[src/design/lsu_defines.svh]
`ifndef LSU_DEFINES_SVH
`define LSU_DEFINES_SVH

// data and virtual address width
`define XLEN 32

// physical address width for sv32
`define PA_BITS 34

// full physical page number, also the root table base
`define PPN_BITS 22

// dtlb size, fully associative
`define TLB_ENTRIES 4

`endif

[src/design/lsuPkg.sv]
`default_nettype none

`include "lsu_defines.svh"

package lsuPkg;

  ////////////////////////////////////////////////////////////
  // widths that carry a meaning
  ////////////////////////////////////////////////////////////

  typedef logic [`XLEN-1:0] wordT;
  typedef logic [`XLEN-1:0] vAdrT;
  typedef logic [`PA_BITS-1:0] pAdrT;
  typedef logic [`PPN_BITS-1:0] ppnT;
  // megapage fields of sv32
  typedef logic [9:0] vpn1T;
  typedef logic [11:0] ppn1T;
  // one enable bit per byte lane
  typedef logic [3:0] strobeT;
  // riscv load/store size and sign encoding
  typedef logic [2:0] funct3T;

  ////////////////////////////////////////////////////////////
  // encodings
  ////////////////////////////////////////////////////////////

  typedef enum logic [2:0] {
    memNone, memLoad, memStore, memLoadRes, memStoreCond
  } memOpT;

  typedef enum logic [2:0] {
    faultNone, faultLoadMisaligned, faultStoreMisaligned, faultLoadPage, faultStorePage
  } faultT;

  // interlock fsm of the lsu
  typedef enum logic [2:0] {
    lsuIdle, lsuLookup, lsuWalk, lsuBusReq, lsuBusWait, lsuRespond
  } lsuStateT;

  // page walker fsm
  typedef enum logic [1:0] {
    walkIdle, walkReq, walkWait
  } walkStateT;

endpackage

`default_nettype wire

[src/design/walkMemIf.sv]
`timescale 1ns/100ps
`default_nettype none

// read-only memory port of the page walker, served by the lsu bus arbiter
interface walkMemIf;
  import lsuPkg::*;

  // request side, held while reqValid and not reqReady
  logic reqValid;
  logic reqReady;
  pAdrT adr;
  // one-cycle response pulse
  logic respValid;
  wordT rdata;

  modport walker (
    output reqValid,
    output adr,
    input  reqReady,
    input  respValid,
    input  rdata
  );

  modport arbiter (
    input  reqValid,
    input  adr,
    output reqReady,
    output respValid,
    output rdata
  );

endinterface

`default_nettype wire

[src/design/dataTlb.sv]
`timescale 1ns/100ps
`default_nettype none

`include "lsu_defines.svh"

module dataTlb (
  input  logic         clk,
  input  logic         reset,
  input  logic         flush,
  input  lsuPkg::vpn1T vpn1,
  output logic         hit,
  output lsuPkg::ppn1T ppn1,
  output logic         readOk,
  output logic         writeOk,
  input  logic         fill,
  input  lsuPkg::vpn1T fillVpn1,
  input  lsuPkg::ppn1T fillPpn1,
  input  logic         fillRead,
  input  logic         fillWrite
);
  import lsuPkg::*;

  localparam int IdxBits = $clog2(`TLB_ENTRIES);

  logic [`TLB_ENTRIES-1:0] validQ;
  logic [`TLB_ENTRIES-1:0] readQ;
  logic [`TLB_ENTRIES-1:0] writeQ;
  logic [`TLB_ENTRIES-1:0] hitVec;
  vpn1T tagQ [`TLB_ENTRIES];
  ppn1T ppnQ [`TLB_ENTRIES];
  // round-robin victim
  logic [IdxBits-1:0] victimQ;
  logic [IdxBits-1:0] victimNext;

  assign victimNext = (victimQ == IdxBits'(`TLB_ENTRIES - 1)) ? '0 : victimQ + 1'b1;

  // parallel tag compare, hit entry fields or-ed together
  always_comb begin
    ppn1 = '0;
    readOk = 1'b0;
    writeOk = 1'b0;
    for (int i = 0; i < `TLB_ENTRIES; i++) begin
      hitVec[i] = validQ[i] && (tagQ[i] == vpn1);
      if (hitVec[i]) begin
        ppn1 = ppn1 | ppnQ[i];
        readOk = readOk | readQ[i];
        writeOk = writeOk | writeQ[i];
      end
    end
  end

  assign hit = |hitVec;

  // valid bits and pointer, flush wins over a refill
  always_ff @(posedge clk) begin
    if (reset) begin
      validQ <= '0;
      victimQ <= '0;
    end else if (flush) begin
      validQ <= '0;
    end else if (fill) begin
      validQ[victimQ] <= 1'b1;
      victimQ <= victimNext;
    end
  end

  // entry payload
  always_ff @(posedge clk) begin
    if (fill) begin
      tagQ[victimQ] <= fillVpn1;
      ppnQ[victimQ] <= fillPpn1;
      readQ[victimQ] <= fillRead;
      writeQ[victimQ] <= fillWrite;
    end
  end

  // refills only follow a miss, so tags never repeat
  tlbSingleHit: assert property (@(posedge clk) disable iff (reset) $onehot0(hitVec));

endmodule

`default_nettype wire

[src/design/pageWalker.sv]
`timescale 1ns/100ps
`default_nettype none

module pageWalker (
  input  logic         clk,
  input  logic         reset,
  input  logic         start,
  input  lsuPkg::ppnT  ptBase,
  input  lsuPkg::vpn1T vpn1,
  input  logic         isStore,
  walkMemIf.walker     mem,
  output logic         done,
  output logic         fault,
  output lsuPkg::ppn1T leafPpn1,
  output logic         leafRead,
  output logic         leafWrite
);
  import lsuPkg::*;

  walkStateT state, nextState;
  pAdrT pteAdrQ;
  wordT pte;
  logic pteValid, pteR, pteW, pteX;
  logic pteBad;
  logic pteArrived;

  ////////////////////////////////////////////////////////////
  // control
  ////////////////////////////////////////////////////////////

  always_comb begin
    nextState = state;
    case (state)
      walkIdle: if (start) nextState = walkReq;
      walkReq:  if (mem.reqReady) nextState = walkWait;
      walkWait: if (mem.respValid) nextState = walkIdle;
      default:  nextState = walkIdle;
    endcase
  end

  always_ff @(posedge clk) begin
    if (reset) state <= walkIdle;
    else state <= nextState;
  end

  // level-1 pte lives at ptBase*4096 + vpn1*4
  always_ff @(posedge clk) begin
    if (state == walkIdle && start) pteAdrQ <= {ptBase, vpn1, 2'b00};
  end

  // single read, address stays put until accepted
  assign mem.reqValid = (state == walkReq);
  assign mem.adr = pteAdrQ;

  ////////////////////////////////////////////////////////////
  // pte checks
  ////////////////////////////////////////////////////////////

  assign pte = mem.rdata;
  assign pteValid = pte[0];
  assign pteR = pte[1];
  assign pteW = pte[2];
  assign pteX = pte[3];

  // invalid, pointer to next level, reserved w-only, or missing permission
  assign pteBad = !pteValid
                || !(pteR || pteX)
                || (pteW && !pteR)
                || (isStore ? !pteW : !pteR);

  assign pteArrived = (state == walkWait) && mem.respValid;
  assign done = pteArrived && !pteBad;
  assign fault = pteArrived && pteBad;

  // leaf fields, valid with the done pulse
  assign leafPpn1 = pte[31:20];
  assign leafRead = pteR;
  assign leafWrite = pteW;

endmodule

`default_nettype wire

[src/design/reservationSet.sv]
`timescale 1ns/100ps
`default_nettype none

module reservationSet (
  input  logic          clk,
  input  logic          reset,
  input  logic          commit,
  input  lsuPkg::memOpT op,
  input  lsuPkg::pAdrT  pAdr,
  output logic          scSuccess
);
  import lsuPkg::*;

  localparam int PaBits = $bits(pAdrT);

  logic resValidQ;
  pAdrT resAdrQ;
  logic sameWord;

  // reservation granule is one word
  assign sameWord = resAdrQ[PaBits-1:2] == pAdr[PaBits-1:2];
  assign scSuccess = resValidQ && sameWord;

  always_ff @(posedge clk) begin
    if (reset) begin
      resValidQ <= 1'b0;
    end else if (commit) begin
      case (op)
        memLoadRes:   resValidQ <= 1'b1;
        // sc consumes it whether or not it succeeded
        memStoreCond: resValidQ <= 1'b0;
        memStore:     if (sameWord) resValidQ <= 1'b0;
        default:      resValidQ <= resValidQ;
      endcase
    end
  end

  always_ff @(posedge clk) begin
    if (commit && op == memLoadRes) resAdrQ <= pAdr;
  end

endmodule

`default_nettype wire

[src/design/subwordUnit.sv]
`timescale 1ns/100ps
`default_nettype none

module subwordUnit (
  input  lsuPkg::funct3T funct3,
  input  logic [1:0]     adrLow,
  input  lsuPkg::wordT   storeData,
  input  lsuPkg::wordT   rawLoad,
  output logic           misaligned,
  output lsuPkg::wordT   busData,
  output lsuPkg::strobeT strobe,
  output lsuPkg::wordT   loadData
);
  import lsuPkg::*;

  wordT shifted;

  // funct3[1:0] gives the size, funct3[2] selects zero extension
  always_comb begin
    case (funct3[1:0])
      2'b00:   misaligned = 1'b0;
      2'b01:   misaligned = adrLow[0];
      default: misaligned = |adrLow;
    endcase
  end

  ////////////////////////////////////////////////////////////
  // store lanes
  ////////////////////////////////////////////////////////////

  always_comb begin
    case (funct3[1:0])
      2'b00: begin
        busData = {4{storeData[7:0]}};
        strobe = strobeT'(4'b0001 << adrLow);
      end
      2'b01: begin
        busData = {2{storeData[15:0]}};
        strobe = adrLow[1] ? 4'b1100 : 4'b0011;
      end
      default: begin
        busData = storeData;
        strobe = 4'b1111;
      end
    endcase
  end

  ////////////////////////////////////////////////////////////
  // load extraction
  ////////////////////////////////////////////////////////////

  // addressed byte moves down to lane 0
  assign shifted = rawLoad >> {adrLow, 3'b000};

  always_comb begin
    case (funct3[1:0])
      2'b00:   loadData = funct3[2] ? {24'b0, shifted[7:0]}
                                    : {{24{shifted[7]}}, shifted[7:0]};
      2'b01:   loadData = funct3[2] ? {16'b0, shifted[15:0]}
                                    : {{16{shifted[15]}}, shifted[15:0]};
      default: loadData = shifted;
    endcase
  end

endmodule

`default_nettype wire

[src/design/lsu.sv]
`timescale 1ns/100ps
`default_nettype none

module lsu (
  input  logic           clk,
  input  logic           reset,
  input  logic           reqValid,
  output logic           reqReady,
  input  lsuPkg::memOpT  reqOp,
  input  lsuPkg::funct3T reqFunct3,
  input  lsuPkg::vAdrT   reqAdr,
  input  lsuPkg::wordT   reqWdata,
  output logic           respValid,
  input  logic           respReady,
  output lsuPkg::wordT   respData,
  output lsuPkg::faultT  respFault,
  input  logic           transEn,
  input  lsuPkg::ppnT    ptBase,
  input  logic           tlbFlush,
  output logic           busValid,
  input  logic           busReady,
  output lsuPkg::pAdrT   busAdr,
  output logic           busWrite,
  output lsuPkg::wordT   busWdata,
  output lsuPkg::strobeT busStrobe,
  input  logic           busRespValid,
  input  lsuPkg::wordT   busRdata
);
  import lsuPkg::*;

  lsuStateT state, nextState;
  // request register
  memOpT opQ;
  funct3T funct3Q;
  vAdrT adrQ;
  wordT wdataQ;
  logic storeClass;
  // translation
  logic tlbHit, tlbReadOk, tlbWriteOk;
  ppn1T tlbPpn1;
  pAdrT pAdrComb, pAdrQ, resAdr;
  logic permFault, misaligned;
  faultT lookupFault;
  // walker
  logic walkStart, walkDone, walkFault, leafRead, leafWrite, selWalk;
  ppn1T leafPpn1;
  // lr/sc and datapath
  logic scSuccess, scFail, commit, respLoad;
  wordT loadData, storeLanes, respDataQ, respDataNext;
  strobeT storeStrobe;
  faultT respFaultQ, respFaultNext;

  walkMemIf walkMem();

  always_ff @(posedge clk) begin
    if (reqValid && reqReady) begin
      opQ <= reqOp;
      funct3Q <= reqFunct3;
      adrQ <= reqAdr;
      wdataQ <= reqWdata;
    end
  end

  assign storeClass = (opQ == memStore) || (opQ == memStoreCond);

  // megapage keeps the low 22 address bits as offset
  assign pAdrComb = transEn ? {tlbPpn1, adrQ[21:0]} : pAdrT'(adrQ);
  assign permFault = transEn && tlbHit && (storeClass ? !tlbWriteOk : !tlbReadOk);
  assign scFail = (opQ == memStoreCond) && !scSuccess;

  always_comb begin
    if (misaligned) lookupFault = storeClass ? faultStoreMisaligned : faultLoadMisaligned;
    else if (permFault) lookupFault = storeClass ? faultStorePage : faultLoadPage;
    else lookupFault = faultNone;
  end

  ////////////////////////////////////////////////////////////
  // interlock / replay fsm
  ////////////////////////////////////////////////////////////

  always_comb begin
    nextState = state;
    case (state)
      lsuIdle: if (reqValid) nextState = lsuLookup;
      lsuLookup: begin
        if (lookupFault != faultNone) nextState = lsuRespond;
        else if (transEn && !tlbHit) nextState = lsuWalk;
        else if (scFail) nextState = lsuRespond;
        else nextState = lsuBusReq;
      end
      // refill replays the lookup
      lsuWalk: begin
        if (walkFault) nextState = lsuRespond;
        else if (walkDone) nextState = lsuLookup;
      end
      lsuBusReq:  if (busReady) nextState = lsuBusWait;
      lsuBusWait: if (busRespValid) nextState = lsuRespond;
      lsuRespond: if (respReady) nextState = lsuIdle;
      default:    nextState = lsuIdle;
    endcase
  end

  always_ff @(posedge clk) begin
    if (reset) state <= lsuIdle;
    else state <= nextState;
  end

  assign walkStart = (state == lsuLookup) && (nextState == lsuWalk);

  // physical address frozen for the bus phase and reservation commit
  always_ff @(posedge clk) begin
    if (state == lsuLookup) pAdrQ <= pAdrComb;
  end
  assign resAdr = (state == lsuLookup) ? pAdrComb : pAdrQ;

  ////////////////////////////////////////////////////////////
  // bus arbiter, walker owns the bus only in walk
  ////////////////////////////////////////////////////////////

  assign selWalk = (state == lsuWalk);
  assign busValid = selWalk ? walkMem.reqValid : (state == lsuBusReq);
  assign busAdr = selWalk ? walkMem.adr : pAdrQ;
  assign busWrite = (state == lsuBusReq) && storeClass;
  assign busWdata = storeLanes;
  assign busStrobe = selWalk ? 4'b1111 : storeStrobe;
  assign walkMem.reqReady = selWalk && busReady;
  assign walkMem.respValid = selWalk && busRespValid;
  assign walkMem.rdata = busRdata;

  // response register
  assign respLoad = (nextState == lsuRespond) && (state != lsuRespond);

  always_comb begin
    case (state)
      lsuLookup: respFaultNext = lookupFault;
      lsuWalk:   respFaultNext = storeClass ? faultStorePage : faultLoadPage;
      default:   respFaultNext = faultNone;
    endcase
    if (state == lsuBusWait && !storeClass) respDataNext = loadData;
    else if (state == lsuLookup && lookupFault == faultNone && scFail) respDataNext = 32'd1;
    else respDataNext = '0;
  end

  always_ff @(posedge clk) begin
    if (reset) respFaultQ <= faultNone;
    else if (respLoad) respFaultQ <= respFaultNext;
  end

  always_ff @(posedge clk) begin
    if (respLoad) respDataQ <= respDataNext;
  end

  assign reqReady = (state == lsuIdle);
  assign respValid = (state == lsuRespond);
  assign respData = respDataQ;
  assign respFault = respFaultQ;
  assign commit = respValid && respReady && (respFaultQ == faultNone);

  dataTlb dtlb (
    .clk, .reset, .flush(tlbFlush), .vpn1(adrQ[31:22]), .hit(tlbHit), .ppn1(tlbPpn1),
    .readOk(tlbReadOk), .writeOk(tlbWriteOk), .fill(walkDone), .fillVpn1(adrQ[31:22]),
    .fillPpn1(leafPpn1), .fillRead(leafRead), .fillWrite(leafWrite)
  );

  pageWalker walker (
    .clk, .reset, .start(walkStart), .ptBase, .vpn1(adrQ[31:22]), .isStore(storeClass),
    .mem(walkMem), .done(walkDone), .fault(walkFault), .leafPpn1, .leafRead, .leafWrite
  );

  reservationSet resSet (
    .clk, .reset, .commit, .op(opQ), .pAdr(resAdr), .scSuccess
  );

  subwordUnit subword (
    .funct3(funct3Q), .adrLow(adrQ[1:0]), .storeData(wdataQ), .rawLoad(busRdata),
    .misaligned, .busData(storeLanes), .strobe(storeStrobe), .loadData
  );

  // walker asks only while it owns the bus, and only reads
  walkBusOwner: assert property (@(posedge clk) disable iff (reset)
    walkMem.reqValid |-> (selWalk && busValid && !busWrite));

  // unaccepted response keeps its payload
  respHeld: assert property (@(posedge clk) disable iff (reset)
    (respValid && !respReady) |=> (respValid && $stable(respData) && $stable(respFault)));

  // faulted store never reaches the bus
  noFaultedWrite: assert property (@(posedge clk) disable iff (reset)
    (busValid && busWrite) |-> (lookupFault == faultNone));

endmodule

`default_nettype wire

[config.mk]
export PLATFORM = sky130hd
export DESIGN_NAME = lsu
export DESIGN_NICKNAME = d
export VERILOG_FILES = /design/src/design/lsuPkg.sv /design/src/design/walkMemIf.sv /design/src/design/dataTlb.sv /design/src/design/pageWalker.sv /design/src/design/reservationSet.sv /design/src/design/subwordUnit.sv /design/src/design/lsu.sv
export VERILOG_INCLUDE_DIRS = /design/src /design/src/design
export SDC_FILE = /design/constraint.sdc
export NUM_CORES = 1
export LEC_CHECK = 0
export BUFFER_PORTS_ARGS = -buffer_cell sky130_fd_sc_hd__buf_2
export CORE_ASPECT_RATIO = 0.7
export CORE_MARGIN = 1.5
export CORE_UTILIZATION = 50
export CTS_BUF_LIST = sky130_fd_sc_hd__clkbuf_2
export DETAILED_ROUTE_END_ITERATION = 7
export GPL_ROUTABILITY_DRIVEN = 0
export GPL_TIMING_DRIVEN = 0
export PLACE_DENSITY = 0.81
export SYNTH_ARGS = -nofsm -noshare
export SYNTH_HDL_FRONTEND = slang
export SYNTH_SLANG_ARGS = --single-unit
export TNS_END_PERCENT = 100
[constraint.sdc]
create_clock -name clk -period 7.81 [get_ports clk]
set_input_delay 1.562 -clock clk [delete_from_list [all_inputs] [get_ports clk]]
set_output_delay 1.562 -clock clk [all_outputs]
set_load 0.01 [all_outputs]
Yosys cells after proc, flatten, opt, wreduce, memory -nomap -nowiden
Memory sizes are Yosys's and may differ from the RTL's.
Cells that the tools add are included.
Word-level totals
  register bits: 225
  RAM bits: 88
  bits of input ports: 132
  output and inout port bits: 109
  memories kept: 2
Memory list
  dtlb.ppnQ: depth 4, width 12, read ports 4, clocked after memory_dff 0, wr ports 1, line dataTlb.sv:30  | ppn1T ppnQ [`TLB_ENTRIES];
  dtlb.tagQ: depth 4, width 10, read ports 4, clocked after memory_dff 0, wr ports 1, line dataTlb.sv:29  | vpn1T tagQ [`TLB_ENTRIES];
Operators by class
  add/subtract/negate cells: 1
  order comparisons: 2
  eq/ne operators: 24
  shift-type cells: 2
  muxes and demuxes: 56
  bitwise gates (word level): 11
  reduce and logical (&&, ||, !) cells: 55
Operators by type and width (count)
  case mux 32 bit (2 select lines): 2
  2-to-1 mux 34 bit: 3
  2-to-1 mux 32 bit: 3
  2-to-1 mux 12 bit: 4
  == test 10 bit: 4
  2-to-1 mux 3 bit: 12
  OR 12 bit: 3
  == test 32 bit: 1
  >> shifter 32 x 5 -> 32 bit: 1
  logical AND 1 bit: 27
  case mux 3 bit (6 select lines): 1
  2-to-1 mux 1 bit: 16
  == test 3 x 2 -> 1 bit (second input constant): 5
  == test 3 bit (second input constant): 4
  logical NOT 1 bit: 10
  2-to-1 mux 2 bit: 5
  logical NOT 3 bit: 3
  bitwise mux 4 bit: 2
  2-to-1 mux 4 bit: 2
  inequality test 2 x 1 -> 1 bit (second input constant): 4
  case mux 4 bit (2 select lines): 1
  OR 1 bit: 6
  case mux 2 bit (3 select lines): 1
  case mux 3 bit (2 select lines): 1
  other kinds (20): 30

Depth between registers and ports, before layout
An unclocked memory read counts as a cell.
  word-level depth: 24
  depth in mapped cells: 15
  gate-level depth less buffers: 11

Hierarchy
Synthesis repeated with hierarchy kept, for this count alone.
Second synthesis, totals
  cells, all modules: 979
  area, all modules: 13495.4 µm²
By module, submodules not included
  lsu: times used 1, cells an instance 404, area each 5542.8 µm², sequential area each 3863.7 µm²
  dataTlb: times used 1, cells an instance 251, area each 4090.2 µm², sequential area each 3002.9 µm²
  reservationSet: times used 1, cells an instance 84, area each 1393.8 µm², sequential area each 980.9 µm²
  subwordUnit: times used 1, cells an instance 177, area each 1252.5 µm², sequential area each 0.0 µm²
  pageWalker: times used 1, cells an instance 63, area each 1216.2 µm², sequential area each 1001.0 µm²

Worst setup path before layout
OpenSTA, ideal clock, no wires.
  path type: input port to flip-flop
  start point: input transEn
  end point: register walker.pteAdrQ[10], in the netlist walker.mem.adr[10] (enable)
  setup time: 502 ps
  arrival time: 5507 ps
  setup slack: 1801 ps
  stages: 5
  buffers on the path: 2
  cells stage by stage: clkbuf_1 clkbuf_1 a31o_2 nand4_1 nor4_1
On the way
  cells in the longest elaborated chain, start to end: 13
  elaborated cells between the ends (all ways): 19
  classes of those cells: eq/ne (2); mux (8); reduce/logical (9)
RTL lines
  start: declaration: line lsu.sv:17  | input logic transEn,
  2-to-1 mux 34 bit: line lsu.sv:67  | assign pAdrComb = transEn ? {tlbPpn1, adrQ[21:0]} : pAdrT'(adrQ);
  2-to-1 mux 34 bit
  == test 32 bit: line reservationSet.sv:21  | assign sameWord = resAdrQ[PaBits-1:2] == pAdr[PaBits-1:2];
  logical AND 1 bit: line reservationSet.sv:22  | assign scSuccess = resValidQ && sameWord;
  logical NOT 1 bit: line lsu.sv:69  | assign scFail = (opQ == memStoreCond) && !scSuccess;
  logical AND 1 bit: line lsu.sv:69
  2-to-1 mux 3 bit: line lsu.sv:88  | else if (scFail) nextState = lsuRespond;
  2-to-1 mux 3 bit: line lsu.sv:87  | else if (transEn && !tlbHit) nextState = lsuWalk;
  2-to-1 mux 3 bit (*): line lsu.sv:86  | if (lookupFault != faultNone) nextState = lsuRespond;
  case mux 3 bit (6 select lines) (*): line lsu.sv:83  | case (state)
  == test 3 x 2 -> 1 bit (*): line lsu.sv:108  | assign walkStart = (state == lsuLookup) && (nextState == lsuWalk);
  logical AND 1 bit (*): line lsu.sv:108
  logical AND 1 bit (*): line pageWalker.sv:48  | if (state == walkIdle && start) pteAdrQ <= {ptBase, vpn1, 2'b00};
  end signal: assignment: line pageWalker.sv:48
  end: declaration: line pageWalker.sv:21  | pAdrT pteAdrQ;
Mark *: on every way between the ends. The rest lies on a longest branch, timed or not.
A chain may end at the register's enable or synchronous reset.

Final worst setup path
  start point: register adrQ[22]
  end point: register respDataQ[28], in the netlist respData[28] (enable)
On the way
  cells in the longest elaborated chain, start to end: 21
  elaborated cells between the ends (all ways): 52
  classes of those cells: eq/ne (6); mux (21); bitwise (9); reduce/logical (16)
RTL lines
  start: declaration: line lsu.sv:35  | vAdrT adrQ;
  start signal: assignment: line lsu.sv:59  | adrQ <= reqAdr;
  == test 10 bit: line dataTlb.sv:43  | hitVec[i] = validQ[i] && (tagQ[i] == vpn1);
  logical AND 1 bit: line dataTlb.sv:43
  2-to-1 mux 12 bit: line dataTlb.sv:44  | if (hitVec[i]) begin
  OR 12 bit: line dataTlb.sv:45  | ppn1 = ppn1 | ppnQ[i];
  2-to-1 mux 12 bit: line dataTlb.sv:44
  OR 12 bit: line dataTlb.sv:45
  2-to-1 mux 12 bit: line dataTlb.sv:44
  OR 12 bit: line dataTlb.sv:45
  [... 6 more ...]
  logical AND 1 bit: line lsu.sv:69
  2-to-1 mux 3 bit: line lsu.sv:88
  2-to-1 mux 3 bit: line lsu.sv:87
  2-to-1 mux 3 bit (*): line lsu.sv:86
  case mux 3 bit (6 select lines) (*): line lsu.sv:83
  == test 3 bit (*): line lsu.sv:131  | assign respLoad = (nextState == lsuRespond) && (state != lsuRespond);
  logical AND 1 bit (*): line lsu.sv:131
  net respLoad: line lsu.sv:48  | logic scSuccess, scFail, commit, respLoad;
  end signal: assignment: line lsu.sv:150  | if (respLoad) respDataQ <= respDataNext;
  end: declaration: line lsu.sv:49  | wordT loadData, storeLanes, respDataQ, respDataNext;
The timed path passes the listed nets; every way through them passes the cells marked *.

==> results.toml <==
[logic_synthesis]
ys_seq_area_share_pct = 64.9
synth_top_area_share_pct = 58.0
async_flop_share_pct = 0
synth_edf_count = 264
ys_warn_count = 0
synth_area_leaders = "edfxtp_1, dfxtp_1, nand2_1"
synth_nets = 1239
netlist_area_um2 = 13700
synth_ff_type = "edfxtp_1"
synth_top_area_cell = "edfxtp_1"
syn_inst = 1103
yosysUniqueCellTypes = 68
ys_ff_latch = 311
avgSynthCellArea_um2 = 12.4

[clocking]
post-cts-setup-buffer-count = 0
numCtsBuffers = 73
ctsHoldBuffers = 0
clock_sinks = 311
h-tree-depth = 3
ctsResizeCount = 0
root_buffer = "clkbuf_2"
cts.clk_slew.worst_paths_ns = 0.11
clock_latency_ns = 0.92
cts_tree = "yes"
clockBufferDepth = 3

[grt]
grt_usage_pct = 27.2
grt_pass1_wl_um = 58400
grt_pass1_vias = 10383
antenna_found_initial = 1
overflow = 0
grt_max_degree = 71

[routing]
vias_per_cell = 5.85
drc_errors = 0
drt-pass1-iter-count = 6
wirelength_um = 39000
avgRoutedWirePerCell_um = 21.1
num_vias = 10799
antenna_left = 0
dr.first_iter.drc_count = 1539

[floorplanning]
die_h_um = 141
start_util_pct = 51.0
core_area_um2 = 26800
rows = 50
io_pins = 241
die_x_um = 201
die_area_um2 = 28400

[sta]
clock_skew_ns = 0.104
setup_viol = 0
period_share_pct = 73.2
slew_headroom_pct = 6.83
drv_slew = 0
rsz0062_at_grt = "no"
fin_crit_ns = 5.72
worst_pin_slew_ns = 1.40
setup_tns_ns = 0
whs_ns = 0.462
finalHoldViolCount = 0
fmax_ghz = 0.175

[setup_path]
crit_type = "flop to flop"
cp_data_arrival_time_ns = 6.20
critPathLaunchType = "flop"
cp_max_fo = 32
worstPathRequired_ns = 8.29
end_kind = "flop"

[place]
dp_hpwl_um = 28000
io_buffer_count = 240

[power_and_ir_drop]
power_density_nw_per_um2 = 260
power.total_mw = 4.18
ir_drop_mv = 0.168
power.leakage_nw = 6.11

[run]
max_cap_viol_count = 0

[finish]
area_growth_pct = 17.8
most-common-layout-cells = "edfxtp_1, buf_2, nand2_1"
fin_util_pct = 60.1
final_nets = 1561
drive_gt1_share_pct = 29.6
layout_commonest_cell = "edfxtp_1"

[run_status]
status = "completed"

[min_path]
min_path_type = "flop to flop"
registers in the layout, summed over array words and instances, names as in the netlist:
register and flops:
respFault 3, funct3Q 3, dtlb.victimQ 2, resSet.resValidQ 1, state 3, adrQ 32
wdataQ 32, pAdrQ 34, dtlb.tagQ 40, walker.state 2, walker.mem.adr 32, dtlb.writeQ 4
dtlb.ppnQ 48, dtlb.validQ 4, dtlb.readQ 4, respData 32, opQ 3, resSet.resAdrQ 32
final cells by class:
class,count,area [um^2]
plain buffers,57,260
flip-flops and latches,311,8870
fillers,2205,10700
well taps,364,455
clock inverters,18,124
clock buffers,114,571
inverters,41,155
repair buffers,247,1260
multi-input cells,694,4400
diodes,1,2.50
worst max-delay path, cell delays in order (launching register included):
cell	delay, ns
edfxtp_1	0.58
clkbuf_1	0.51
xnor2_1	0.25
nand4_1	0.32
nor4_2	1.13
a22oi_1	0.25
and4_1	0.31
nor4_1	0.45
nand4_1	0.38
o41ai_2	0.47
and2_1	0.28
inv_2	0.30
path summary, 6_finish.rpt:
path / startpoint / to / slack, ns / depth (start not counted)
hold reg to reg: adrQ[0] / pAdrQ[0] / 0.46 / 0
hold / removal: adrQ[0] / pAdrQ[0] / 0.46 / 0
setup / recovery: adrQ[22] / respData[28] / 2.09 / 11
setup reg to reg: adrQ[22] / respData[28] / 2.09 / 11
logic make-up (layout without fill, tap and decap cells):
| kind of cell | Yosys count | in the layout | synth area share, % |
|---|---|---|---|
| compound gates | 191 | 191 | 8.98 |
| other cells | 0 | 1 | 0 |
| simple gates | 362 | 362 | 12.8 |
| mux | 74 | 74 | 5.85 |
| flops | 311 | 311 | 64.9 |
| fa+ha+maj | 4 | 4 | 0.366 |
| xor+xnor | 63 | 63 | 4.04 |
| buf+inv | 98 | 477 | 3.04 |
Yosys cell counts, types with 3 or more instances:
master / n
xnor2_1: 52
or2_2: 3
buf_1: 8
a22oi_1: 9
o21ai_1: 4
and3_1: 7
a21oi_1: 51
nor3_1: 17
mux2i_1: 27
xor2_1: 11
a222oi_1: 7
ha_1: 4
o211ai_1: 3
nand2_1: 150
nand3_1: 40
nand4b_1: 3
and2_1: 11
nor2_1: 48
dfxtp_1: 47
o31ai_1: 3
buf_4: 10
o221ai_1: 6
nor4_2: 4
a21o_1: 4
clkbuf_1: 37
nor4_1: 31
nand2b_1: 12
and4_1: 3
edfxtp_1: 264
inv_1: 39
a31oi_1: 7
nand4_1: 12
or4_1: 3
nor2b_1: 8
a211oi_1: 15
o22ai_1: 7
o21ai_0: 49
o41ai_1: 3
mux2_2: 45
per-layer routing:
metal,GRT usage [%],vias to the layer above,share of wire [%]
li1,-,4797,-
met1,39.0,5193,42
met2,39.3,726,42
met3,8.52,83,14
met4,8.94,0,2.1
met5,0,-,0
per-stage QoR:
stage	setup WS [ns]	instances	instance area (um^2)
final	2.09	1847	16100
after global routing	2.03	1847	16100
after CTS	2.40	1846	16100
after detailed placement	2.51	1714	15400
after global placement	-0.947	1707	15300
after floorplan	1.80	1103	13700
power by group:
group	total, mW	switching [mW]	internal (mW)	leakage [nW]
combinational	0.918	0.563	0.355	2.76
sequential	2.15	0.142	2.01	2.82
clock	1.11	0.658	0.449	0.531
total	4.18	1.36	2.82	6.11
No activity file was read; power rests on OpenSTA's default activity.
